File: src/mips_params.svh
`ifndef MIPS_PARAMS_SVH
`define MIPS_PARAMS_SVH

// Boot ROM base, where fetch starts out of reset
`define MIPS_RESET_VECTOR 32'hBFC0_0000

// Fetching this address stops the core
`define MIPS_HALT_ADDR 32'h0000_0000

// Link target of JAL ($ra)
`define MIPS_REG_RA 5'd31

// Result register exported on register_v0
`define MIPS_REG_V0 5'd2

`endif

File: src/mips_pkg.sv
package mips_pkg;

	typedef struct packed {
		logic [5:0] op;	// Primary opcode
		logic [4:0] rs;	// Source A
		logic [4:0] rt;	// Source B
		logic [4:0] rd;	// Destination
		logic [4:0] shamt;	// Shift amount
		logic [5:0] funct;	// R-type sub-opcode
	} r_format_t;

	typedef struct packed {
		logic [5:0] op;
		logic [4:0] rs;	// Base or source
		logic [4:0] rt;	// Destination or store data
		logic [15:0] imm;	// Offset or literal
	} i_format_t;

	// One fetched word, two views of the same bits
	typedef union packed {
		r_format_t r;
		i_format_t i;
	} instr_t;

	typedef enum logic [5:0] {
		OP_RTYPE = 6'b000000,
		OP_J = 6'b000010,
		OP_JAL = 6'b000011,
		OP_BEQ = 6'b000100,
		OP_BNE = 6'b000101,
		OP_ADDIU = 6'b001001,
		OP_SLTI = 6'b001010,
		OP_SLTIU = 6'b001011,
		OP_ANDI = 6'b001100,
		OP_ORI = 6'b001101,
		OP_XORI = 6'b001110,
		OP_LUI = 6'b001111,
		OP_LW = 6'b100011,
		OP_SW = 6'b101011
	} opcode_e;

	typedef enum logic [5:0] {
		F_SLL = 6'b000000,
		F_SRL = 6'b000010,
		F_SRA = 6'b000011,
		F_SLLV = 6'b000100,
		F_SRLV = 6'b000110,
		F_SRAV = 6'b000111,
		F_JR = 6'b001000,
		F_JALR = 6'b001001,
		F_ADDU = 6'b100001,
		F_SUBU = 6'b100011,
		F_AND = 6'b100100,
		F_OR = 6'b100101,
		F_XOR = 6'b100110,
		F_SLT = 6'b101010,
		F_SLTU = 6'b101011
	} funct_e;

	// Coarse ALU request from the main decoder
	typedef enum logic [1:0] {ADD, SUB, FUNCT, IMM_OP} alu_class_e;

	typedef enum logic [3:0] {
		ADDU, SUBU, AND, OR, XOR, SLT, SLTU, SLL, SRL, SRA, LUI
	} alu_op_e;

endpackage

File: src/mips_main_decoder.sv
`timescale 1ns/1ps

module mips_main_decoder (
	input mips_pkg::instr_t instr,
	output logic reg_write,	// Write back to register file
	output logic reg_dst_rd,	// Destination is rd, not rt
	output logic link,	// Write back PC+4
	output logic alu_src_imm,	// ALU b from immediate
	output logic shift_imm,	// Shift amount from shamt field
	output logic mem_to_reg,	// Write back load data
	output logic mem_read,
	output logic mem_write,
	output logic branch,
	output logic branch_ne,	// Branch on not equal
	output logic jump,
	output logic jump_reg,	// Target from rs
	output logic zero_ext,	// Logical immediates
	output mips_pkg::alu_class_e alu_class
);

	always_comb begin
		reg_write = 1'b0;	// Illegal words just advance the PC
		reg_dst_rd = 1'b0;
		link = 1'b0;
		alu_src_imm = 1'b0;
		shift_imm = 1'b0;
		mem_to_reg = 1'b0;
		mem_read = 1'b0;
		mem_write = 1'b0;
		branch = 1'b0;
		branch_ne = 1'b0;
		jump = 1'b0;
		jump_reg = 1'b0;
		zero_ext = 1'b0;
		alu_class = mips_pkg::ADD;
		case (instr.r.op)
			mips_pkg::OP_RTYPE: begin
				case (instr.r.funct)
					mips_pkg::F_JR: jump_reg = 1'b1;
					mips_pkg::F_JALR: begin
						jump_reg = 1'b1;
						reg_write = 1'b1;	// Link goes to rd
						reg_dst_rd = 1'b1;
						link = 1'b1;
					end
					mips_pkg::F_SLL, mips_pkg::F_SRL, mips_pkg::F_SRA: begin
						reg_write = 1'b1;
						reg_dst_rd = 1'b1;
						shift_imm = 1'b1;	// Constant shift
						alu_class = mips_pkg::FUNCT;
					end
					mips_pkg::F_SLLV, mips_pkg::F_SRLV, mips_pkg::F_SRAV,
					mips_pkg::F_ADDU, mips_pkg::F_SUBU, mips_pkg::F_AND,
					mips_pkg::F_OR, mips_pkg::F_XOR, mips_pkg::F_SLT,
					mips_pkg::F_SLTU: begin
						reg_write = 1'b1;
						reg_dst_rd = 1'b1;
						alu_class = mips_pkg::FUNCT;
					end
					default: ;	// Unsupported funct, treated as NOP
				endcase
			end
			mips_pkg::OP_ADDIU, mips_pkg::OP_SLTI, mips_pkg::OP_SLTIU: begin
				reg_write = 1'b1;
				alu_src_imm = 1'b1;	// Sign-extended literal
				alu_class = mips_pkg::IMM_OP;
			end
			mips_pkg::OP_ANDI, mips_pkg::OP_ORI, mips_pkg::OP_XORI, mips_pkg::OP_LUI: begin
				reg_write = 1'b1;
				alu_src_imm = 1'b1;
				zero_ext = 1'b1;	// Upper half cleared
				alu_class = mips_pkg::IMM_OP;
			end
			mips_pkg::OP_LW: begin
				reg_write = 1'b1;
				alu_src_imm = 1'b1;	// Base plus offset
				mem_to_reg = 1'b1;
				mem_read = 1'b1;
			end
			mips_pkg::OP_SW: begin
				alu_src_imm = 1'b1;
				mem_write = 1'b1;
			end
			mips_pkg::OP_BEQ: begin
				branch = 1'b1;
				alu_class = mips_pkg::SUB;	// Compare through zero flag
			end
			mips_pkg::OP_BNE: begin
				branch = 1'b1;
				branch_ne = 1'b1;
				alu_class = mips_pkg::SUB;
			end
			mips_pkg::OP_J: jump = 1'b1;
			mips_pkg::OP_JAL: begin
				jump = 1'b1;
				reg_write = 1'b1;	// $ra gets PC+4
				link = 1'b1;
			end
			default: ;
		endcase
	end

endmodule

File: src/mips_alu_decoder.sv
`timescale 1ns/1ps

module mips_alu_decoder (
	input mips_pkg::alu_class_e alu_class,
	input mips_pkg::instr_t instr,
	output mips_pkg::alu_op_e alu_op
);

	always_comb begin
		alu_op = mips_pkg::ADDU;	// Address math by default
		case (alu_class)
			mips_pkg::ADD: alu_op = mips_pkg::ADDU;	// Loads and stores
			mips_pkg::SUB: alu_op = mips_pkg::SUBU;	// Branch compare
			mips_pkg::FUNCT: begin
				case (instr.r.funct)
					mips_pkg::F_ADDU: alu_op = mips_pkg::ADDU;
					mips_pkg::F_SUBU: alu_op = mips_pkg::SUBU;
					mips_pkg::F_AND: alu_op = mips_pkg::AND;
					mips_pkg::F_OR: alu_op = mips_pkg::OR;
					mips_pkg::F_XOR: alu_op = mips_pkg::XOR;
					mips_pkg::F_SLT: alu_op = mips_pkg::SLT;
					mips_pkg::F_SLTU: alu_op = mips_pkg::SLTU;
					// Variable forms differ only in shamt source
					mips_pkg::F_SLL, mips_pkg::F_SLLV: alu_op = mips_pkg::SLL;
					mips_pkg::F_SRL, mips_pkg::F_SRLV: alu_op = mips_pkg::SRL;
					mips_pkg::F_SRA, mips_pkg::F_SRAV: alu_op = mips_pkg::SRA;
					default: alu_op = mips_pkg::ADDU;	// JR, JALR ignore the ALU
				endcase
			end
			mips_pkg::IMM_OP: begin
				case (instr.i.op)
					mips_pkg::OP_ANDI: alu_op = mips_pkg::AND;
					mips_pkg::OP_ORI: alu_op = mips_pkg::OR;
					mips_pkg::OP_XORI: alu_op = mips_pkg::XOR;
					mips_pkg::OP_SLTI: alu_op = mips_pkg::SLT;
					mips_pkg::OP_SLTIU: alu_op = mips_pkg::SLTU;	// Literal still sign-extended
					mips_pkg::OP_LUI: alu_op = mips_pkg::LUI;
					default: alu_op = mips_pkg::ADDU;	// ADDIU
				endcase
			end
			default: alu_op = mips_pkg::ADDU;
		endcase
	end

endmodule

File: src/mips_alu.sv
`timescale 1ns/1ps

module mips_alu (
	input mips_pkg::alu_op_e alu_op,
	input logic [31:0] a,
	input logic [31:0] b,
	input logic [4:0] shamt,	// Already muxed between field and rs
	output logic [31:0] result,
	output logic zero
);

	logic [31:0] sum;
	logic [31:0] diff;
	logic lt_signed;
	logic lt_unsigned;

	assign sum = a + b;	// No overflow trap
	assign diff = a - b;
	assign lt_signed = $signed(a) < $signed(b);
	assign lt_unsigned = a < b;

	always_comb begin
		case (alu_op)
			mips_pkg::ADDU: result = sum;
			mips_pkg::SUBU: result = diff;
			mips_pkg::AND: result = a & b;
			mips_pkg::OR: result = a | b;
			mips_pkg::XOR: result = a ^ b;
			mips_pkg::SLT: result = {31'b0, lt_signed};	// 1 or 0
			mips_pkg::SLTU: result = {31'b0, lt_unsigned};
			mips_pkg::SLL: result = b << shamt;	// Shifts act on rt
			mips_pkg::SRL: result = b >> shamt;
			mips_pkg::SRA: result = $signed(b) >>> shamt;	// Sign fill
			mips_pkg::LUI: result = {b[15:0], 16'b0};
			default: result = sum;
		endcase
	end

	// Drives BEQ and BNE resolution
	assign zero = (result == 32'b0);

endmodule

File: src/mips_regfile.sv
`timescale 1ns/1ps

`include "mips_params.svh"

module mips_regfile (
	input logic clk,
	input logic write_en,	// Already qualified by the datapath
	input logic [4:0] read_addr_a,
	input logic [4:0] read_addr_b,
	input logic [4:0] write_addr,
	input logic [31:0] write_data,
	output logic [31:0] read_data_a,
	output logic [31:0] read_data_b,
	output logic [31:0] v0
);

	logic [31:0] regs [32];	// Contents undefined after power-up

	always_ff @(posedge clk) begin
		if (write_en) begin
			regs[write_addr] <= write_data;	// Writes to $zero land but never read back
		end
	end

	// $zero forced on both read ports
	assign read_data_a = (read_addr_a == 5'd0) ? 32'b0 : regs[read_addr_a];
	assign read_data_b = (read_addr_b == 5'd0) ? 32'b0 : regs[read_addr_b];

	assign v0 = regs[`MIPS_REG_V0];	// Debug tap for register_v0

endmodule

File: src/mips_datapath.sv
`timescale 1ns/1ps

`include "mips_params.svh"

module mips_datapath (
	input logic clk,
	input logic reset,
	input logic clk_enable,	// Global stall
	input mips_pkg::instr_t instr,
	input mips_pkg::alu_op_e alu_op,
	input logic reg_write,
	input logic reg_dst_rd,
	input logic link,
	input logic alu_src_imm,
	input logic shift_imm,
	input logic mem_to_reg,
	input logic mem_read,
	input logic mem_write,
	input logic branch,
	input logic branch_ne,
	input logic jump,
	input logic jump_reg,
	input logic zero_ext,
	input logic [31:0] data_readdata,	// Same-cycle load data
	output logic [31:0] instr_address,
	output logic [31:0] data_address,
	output logic [31:0] data_writedata,
	output logic [31:0] register_v0,
	output logic data_read,
	output logic data_write,
	output logic active
);

	logic [31:0] pc;
	logic [31:0] pc_plus4;
	logic [31:0] pc_next;
	logic [31:0] imm_ext;
	logic [31:0] branch_target;
	logic [31:0] jump_target;
	logic branch_taken;
	logic [31:0] rs_data;
	logic [31:0] rt_data;
	logic [31:0] alu_b;
	logic [31:0] alu_result;
	logic [4:0] shamt;
	logic alu_zero;
	logic [4:0] dest_reg;
	logic [31:0] write_back;
	logic retire;

	assign retire = clk_enable & active;	// Instruction completes on this edge

	always_ff @(posedge clk or posedge reset) begin
		if (reset) begin
			pc <= `MIPS_RESET_VECTOR;
			active <= 1'b1;
		end else if (retire) begin
			pc <= pc_next;
			if (pc_next == `MIPS_HALT_ADDR) begin
				active <= 1'b0;	// Halt after this instruction retires
			end
		end
	end

	assign instr_address = pc;
	assign pc_plus4 = pc + 32'd4;	// No delay slot

	// Logical immediates clear the upper half
	assign imm_ext = zero_ext ? {16'b0, instr.i.imm} : {{16{instr.i.imm[15]}}, instr.i.imm};
	assign branch_target = pc_plus4 + {imm_ext[29:0], 2'b00};
	// J-format target, 26 bits taken from the I view
	assign jump_target = {pc_plus4[31:28], instr.i.rs, instr.i.rt, instr.i.imm, 2'b00};
	assign branch_taken = branch & (alu_zero ^ branch_ne);

	always_comb begin
		if (jump_reg) pc_next = rs_data;	// JR, JALR
		else if (jump) pc_next = jump_target;
		else if (branch_taken) pc_next = branch_target;
		else pc_next = pc_plus4;
	end

	// rd for R-type, $ra for JAL, rt otherwise
	assign dest_reg = reg_dst_rd ? instr.r.rd : (link ? `MIPS_REG_RA : instr.r.rt);
	assign write_back = link ? pc_plus4 : (mem_to_reg ? data_readdata : alu_result);

	mips_regfile u_regfile (
		.clk(clk),
		.write_en(reg_write & retire),	// Frozen when stalled or halted
		.read_addr_a(instr.r.rs),
		.read_addr_b(instr.r.rt),
		.write_addr(dest_reg),
		.write_data(write_back),
		.read_data_a(rs_data),
		.read_data_b(rt_data),
		.v0(register_v0)
	);

	assign alu_b = alu_src_imm ? imm_ext : rt_data;
	assign shamt = shift_imm ? instr.r.shamt : rs_data[4:0];	// SLLV family uses rs

	mips_alu u_alu (
		.alu_op(alu_op),
		.a(rs_data),
		.b(alu_b),
		.shamt(shamt),
		.result(alu_result),
		.zero(alu_zero)
	);

	assign data_address = alu_result;
	assign data_writedata = rt_data;
	assign data_read = mem_read & active;	// Quiet once halted
	assign data_write = mem_write & active;

endmodule

File: src/mips_cpu_harvard.sv
`timescale 1ns/1ps

module mips_cpu_harvard (
	input logic clk,
	input logic reset,
	output logic active,
	output logic [31:0] register_v0,
	input logic clk_enable,
	output logic [31:0] instr_address,	// Current PC
	input logic [31:0] instr_readdata,
	output logic [31:0] data_address,	// ALU result
	output logic data_write,
	output logic data_read,
	output logic [31:0] data_writedata,
	input logic [31:0] data_readdata
);

	mips_pkg::instr_t instr;
	mips_pkg::alu_class_e alu_class;
	mips_pkg::alu_op_e alu_op;
	logic reg_write;
	logic reg_dst_rd;
	logic link;
	logic alu_src_imm;
	logic shift_imm;
	logic mem_to_reg;
	logic mem_read;
	logic mem_write;
	logic branch;
	logic branch_ne;
	logic jump;
	logic jump_reg;
	logic zero_ext;

	assign instr = instr_readdata;	// Fetched word seen through the union

	mips_main_decoder u_main_decoder (
		.instr(instr),
		.reg_write(reg_write),
		.reg_dst_rd(reg_dst_rd),
		.link(link),
		.alu_src_imm(alu_src_imm),
		.shift_imm(shift_imm),
		.mem_to_reg(mem_to_reg),
		.mem_read(mem_read),
		.mem_write(mem_write),
		.branch(branch),
		.branch_ne(branch_ne),
		.jump(jump),
		.jump_reg(jump_reg),
		.zero_ext(zero_ext),
		.alu_class(alu_class)
	);

	mips_alu_decoder u_alu_decoder (
		.alu_class(alu_class),
		.instr(instr),
		.alu_op(alu_op)
	);

	mips_datapath u_datapath (
		.clk(clk),
		.reset(reset),
		.clk_enable(clk_enable),
		.instr(instr),
		.alu_op(alu_op),
		.reg_write(reg_write),
		.reg_dst_rd(reg_dst_rd),
		.link(link),
		.alu_src_imm(alu_src_imm),
		.shift_imm(shift_imm),
		.mem_to_reg(mem_to_reg),
		.mem_read(mem_read),
		.mem_write(mem_write),
		.branch(branch),
		.branch_ne(branch_ne),
		.jump(jump),
		.jump_reg(jump_reg),
		.zero_ext(zero_ext),
		.data_readdata(data_readdata),
		.instr_address(instr_address),
		.data_address(data_address),
		.data_writedata(data_writedata),
		.register_v0(register_v0),
		.data_read(data_read),
		.data_write(data_write),
		.active(active)
	);

endmodule

File: config.mk
export PLATFORM = sky130hd
export DESIGN_NAME = mips_cpu_harvard
export DESIGN_NICKNAME = d
export VERILOG_FILES = /design/src/mips_pkg.sv /design/src/mips_main_decoder.sv /design/src/mips_alu_decoder.sv /design/src/mips_alu.sv /design/src/mips_regfile.sv /design/src/mips_datapath.sv /design/src/mips_cpu_harvard.sv
export VERILOG_INCLUDE_DIRS = /design/src
export SDC_FILE = /design/constraint.sdc
export NUM_CORES = 2
export LEC_CHECK = 0
export BUFFER_PORTS_ARGS = -buffer_cell sky130_fd_sc_hd__buf_2
export CORE_ASPECT_RATIO = 1.25
export CORE_MARGIN = 5
export CORE_UTILIZATION = 30
export CTS_CLUSTER_DIAMETER = 40
export DETAILED_ROUTE_END_ITERATION = 6
export SYNTH_ARGS = -nofsm -noshare
export SYNTH_HDL_FRONTEND = slang
export SYNTH_SLANG_ARGS = --single-unit
File: constraint.sdc
create_clock -name clk -period 15.6 [get_ports clk]
set_input_delay 3.12 -clock clk [delete_from_list [all_inputs] [get_ports clk]]
set_output_delay 3.12 -clock clk [all_outputs]
set_load 0.02 [all_outputs]
==> results.md <==
Synthesis:
- Yosys printed 0 warnings.
- The share of cell area taken by muxes after synthesis is 23.38%.
- The synthesized netlist devotes 12.32% of its cell area to compound gates.
- The synthesized netlist devotes 2.679% of its cell area to adder and majority cells.
- The post-synthesis instance area is 62,960 µm².
- Of the total synthesized cell area, the portion taken by XOR and XNOR cells is 0.9459%.
- Of all flip-flops after synthesis, the portion carrying an async set or reset was 3.122%.
- The synthesis-stage register bit count is 1,057.
- The post-synthesis share of cell area spent on and, or, nand and nor gates is 7.100%.
- The number of cells produced by synthesis is 4,624.
- The share of the Yosys chip area taken by registers is 50.17%.
- In the post-synthesis netlist, the biggest area contributors are edfxtp_1, mux4_2, mux2i_1.
- The total nets after synthesis is 4,824.
- After synthesis, the largest family of logic cells by area is multiplexers.
- The top cell type by area accounts for 48.84% of the synthesized area.
- Yosys mapped a number of flops with a built-in enable equal to 1,024.
- The mean area per synthesized cell is 13.62 µm².
- For this run, the leading register cell type out of synthesis is edfxtp_1.
- In this run, distinct cell masters in the synthesized netlist total 109.
- The biggest area consumer among synthesized cells is edfxtp_1.

Cells and area:
- The area growth from synthesis to layout is 14.87%.
- Once layout is complete, the utilization of the core stands at 34.55%.
- The number of fillers in the final layout is 20,339.
- The post-route netlist has 28.35% of its cells at a drive strength greater than 1.
- The number of nets at the end of the flow is 5,007.
- Summing all multi-input logic gate instances after layout gives 29,880 µm².
- The sequential cell area in the final layout is 31,590 µm².

Floorplanning:
- The initial utilization of the core area, before any placement, comes to 30.07%.
- During I/O placement, the number of pins put on the boundary was 198.
- The floorplan step defined a core boundary enclosing 209,400 µm².
- The die area is 219,200 µm².
- The number of standard-cell rows in the floorplan is 188.
- The y dimension of the die is 522.2 µm.
- Measured along the x axis, the die boundary spans 419.8 µm.

STA:
- The slew at the pin with the worst max-slew slack is 1.478 ns.
- The final critical path takes up 90.25% of the cycle.
- The post-route worst hold slack is 0.5093 ns.
- The final hold violation count is 0.
- The count of final max-slew check failures is 0.
- The post-route worst setup slack is 1.521 ns.
- Setup violations remaining at the end of the flow were counted as 0.
- The relative max-transition margin is 0.2090%.
- After routing, the total negative slack on setup checks comes to 0 ns.
- The worst clock skew on the final layout is 0.03364 ns.
- The peak clock frequency supported by timing is 71.03 MHz.
- Setup repair after global routing left no endpoint under its margin.
- The minimum period implied by the final worst setup slack is 14.08 ns.

Setup path:
- The critical-path cell with the highest stage delay is or3b_2.
- The type of element capturing the critical path is an output port.
- The longest individual stage delay on the worst path is 0.81 ns.
- STA puts the critical path data arrival time at 10.96 ns.
- The data required time at the worst endpoint is 12.48 ns.
- In this run the worst path has a maximum fanout of 78.
- Counting stages on the worst path, the most repeated cell is a21oi_1.
- The gate family responsible for the most delay along the worst path is compound AO/OA/AOI/OAI gates.
- STA classifies the critical path startpoint as a primary input.
- The critical path goes through buf_8 -> or3b_2 -> buf_4 -> o221ai_1 -> a211oi_1 -> o41a_1 -> inv_1 -> ha_1 -> nor3_1 -> o211ai_1 -> o22ai_1 -> o21ai_0 -> a41oi_1 -> o221ai_1 -> a21oi_1 -> o21bai_1 -> a21oi_1 -> o22ai_1 -> a21oi_1 -> a31oi_1 -> or3_1 -> buf_2.
- The critical path in this run is classified as in -> out.
- Together, buffers and inverters on the worst path number 4.

Clock tree:
- The number of hold buffers added after CTS was 0.
- TritonCTS built the clock tree.
- Gates resized during post-CTS repair numbered 0.
- The number of clock buffers added by TritonCTS is 121.
- The worst-skew pair later-pin latency is 0.76 ns.
- The clock transition at the registers of the reported paths is 0.06 ns.
- The count of H-tree levels built during CTS is 3.
- Clock tree synthesis found a total of 1,057 sinks.
- The deepest clock path buffer count is 3.
- The cell sitting at the root of the clock tree is a clkbuf_16.
- The buffer count from post-CTS setup fixing is 0.

Drt:
- The first routing iteration left 6,740 violations.
- The post-detailed-route DRC marker count is 0.
- The first-pass iteration count of the detailed router is 6.
- The detailed-route via count is 48,539.
- Dividing the detail-routed wire length by the instance count gives 37.18 µm.
- The total routed wirelength is 285,600 µm.
- Using the TritonRoute via totals, the vias-per-cell ratio works out to 6.319.
- The antenna violation net count after detailed routing is 0.

Global routing:
- The maximum number of pins on one net before global-route repair is 79.
- The number of global-route vias before repair is 47,576.
- The total routing resource utilization after global routing is 25.25%.
- The number of antenna violations at the first check in global routing came to 25.
- The total overflow left after global routing is 0.
- The first global-routing pass estimated 389,300 µm of wire.

Place:
- The post-placement setup slack is 1.762 ns.
- The post-DP HPWL is 200,500 µm.
- The final weighted congestion in routability-driven placement is 1.021.
- In this run the tool buffered the top-level ports with 197 buffer cells.

Pwr:
- The power density over the cells is 128.1 nW/µm².
- Summed over all cells, the static leakage comes to 24.41 nW.
- Summing internal, switching and leakage power gives 9.268 mW.
- The largest vdd supply drop is 0.1082 mV.

Outcome:
- The final reports fail on capacitance limit.
- The flow ran to the end, but the final reports show violations.

Job:
- The number of violations of the max-capacitance limit is 1.

Min path:
- The min-delay analysis places its worst path in the category reg -> reg.
cell usage after synthesis (36+ instances only):
| library cell | instances |
|---|---|
| a21oi_1 | 193 |
| buf_1 | 45 |
| mux4_2 | 475 |
| a22oi_1 | 67 |
| buf_2 | 67 |
| a21o_1 | 38 |
| nand2_1 | 242 |
| inv_1 | 129 |
| and3_1 | 57 |
| o221ai_1 | 46 |
| o211ai_1 | 54 |
| nor2_1 | 245 |
| o21ai_0 | 159 |
| o22ai_1 | 43 |
| nor3_1 | 107 |
| clkbuf_1 | 206 |
| a211oi_1 | 94 |
| a22o_1 | 36 |
| xnor2_1 | 54 |
| edfxtp_1 | 1024 |
| mux2_2 | 124 |
| nand3_1 | 82 |
| mux2i_1 | 261 |
| ha_1 | 130 |
| a221oi_1 | 55 |
metal layers:
metal / share of wire, % / track usage (%) / up-vias
li1: - / - / 19373
met1: 36 / 30.72 / 25179
met2: 47 / 40.87 / 3249
met3: 9.3 / 5.228 / 728
met4: 7.6 / 16.21 / 10
met5: 0.024 / 0 / -
layout by cell type (no fill, tap or decap), types with 23 or more instances in the layout:
| cell | n |
|---|---|
| a21o_1 | 38 |
| buf_4 | 208 |
| inv_1 | 128 |
| edfxtp_1 | 1024 |
| a22o_1 | 36 |
| a22oi_1 | 67 |
| and3_1 | 57 |
| mux4_2 | 475 |
| mux2i_1 | 261 |
| nor3_1 | 100 |
| o21ai_0 | 129 |
| o211ai_1 | 54 |
| dfrtp_1 | 23 |
| a31oi_1 | 25 |
| a21oi_1 | 186 |
| nand3_1 | 81 |
| nand2_1 | 241 |
| o221ai_1 | 46 |
| clkbuf_16 | 122 |
| o21bai_1 | 27 |
| mux2_2 | 124 |
| a211oi_1 | 93 |
| a221oi_1 | 55 |
| nor2_4 | 33 |
| nand4_1 | 24 |
| nor2_1 | 211 |
| xnor2_1 | 54 |
| ha_1 | 130 |
| o22ai_1 | 43 |
| buf_2 | 191 |
| nand2b_1 | 28 |
| o21ai_2 | 27 |
metrics by stage:
step                      instance area (µm²)  std cells
after detailed placement                68260       7439
after CTS                               72290       7668
final                                   72330       7682
after global routing                    72300       7671
after floorplan                         62960       4624
after global placement                  68260       7439
kinds of logic (layout without fill, tap and decap cells):
kind of cell / after synthesis / in the layout
AO/OA/AOI/OAI: 1085 / 1085
XOR/XNOR: 68 / 68
adder cells (fa/ha/maj): 133 / 133
buffers and inverters: 495 / 784
flip-flops: 1057 / 1057
multiplexers: 861 / 861
other: 0 / 14
AND/OR/NAND/NOR: 925 / 925
state kept, by name (all words and copies together), names as in the netlist:
signal                     flops
u_datapath.active              1
u_datapath.instr_address      32
u_datapath.u_regfile.regs   1024
final timing paths:
path / from / to / slack, ns / cells past startpoint
max in group asynchronous: reset / u_datapath.instr_address[31] / 12.73 / 3
min reg2reg: u_datapath.instr_address[27] / u_datapath.instr_address[27] / 0.51 / 2
max reg2reg: u_datapath.u_regfile.regs[27][14] / u_datapath.active / 5.35 / 27
min in group asynchronous: reset / u_datapath.instr_address[12] / 2.50 / 3
min: u_datapath.instr_address[27] / u_datapath.instr_address[27] / 0.51 / 2
max: instr_readdata[17] / data_address[31] / 1.52 / 22
area by class of cell:
type,count,share of cell area (%)
antenna,14,0.04844
clock buffer,135,4.288
clock inverter,94,1.280
inverter,140,0.7335
multi-input combinational,3072,41.31
sequential,1057,43.67
tap,2755,4.766
timing repair buffer,415,3.896
worst reg2reg max path, stage by stage (launching register included):
cell and delay (ns):
edfxtp_1 0.39, mux4_2 0.49, a22o_1 0.26, a211oi_1 0.64
o41ai_1 0.15, buf_4 0.24, inv_1 0.38, ha_1 0.45
or3_1 0.46, or2_2 0.31, nor4b_1 0.37, a2111oi_0 0.25
o21bai_1 0.43, a41oi_1 0.29, o31ai_1 0.43, a21o_1 0.21
nand2_1 0.10, o211ai_1 0.10, a32oi_1 0.26, or2_2 0.37
or4_1 0.61, or4_1 0.83, and2_1 0.58, a31oi_1 0.37
xor2_1 0.13, a2111oi_0 0.53, nor4bb_1 0.42, a21oi_1 0.12
report_power, final:
part	leakage, nW	switching (mW)	total (mW)	internal (mW)
clock	1.94	1.25	2.85	1.60
combinational	12.9	2.04	2.84	0.801
sequential	9.61	0.0567	3.57	3.52
Power figures use the tool's default switching activity.
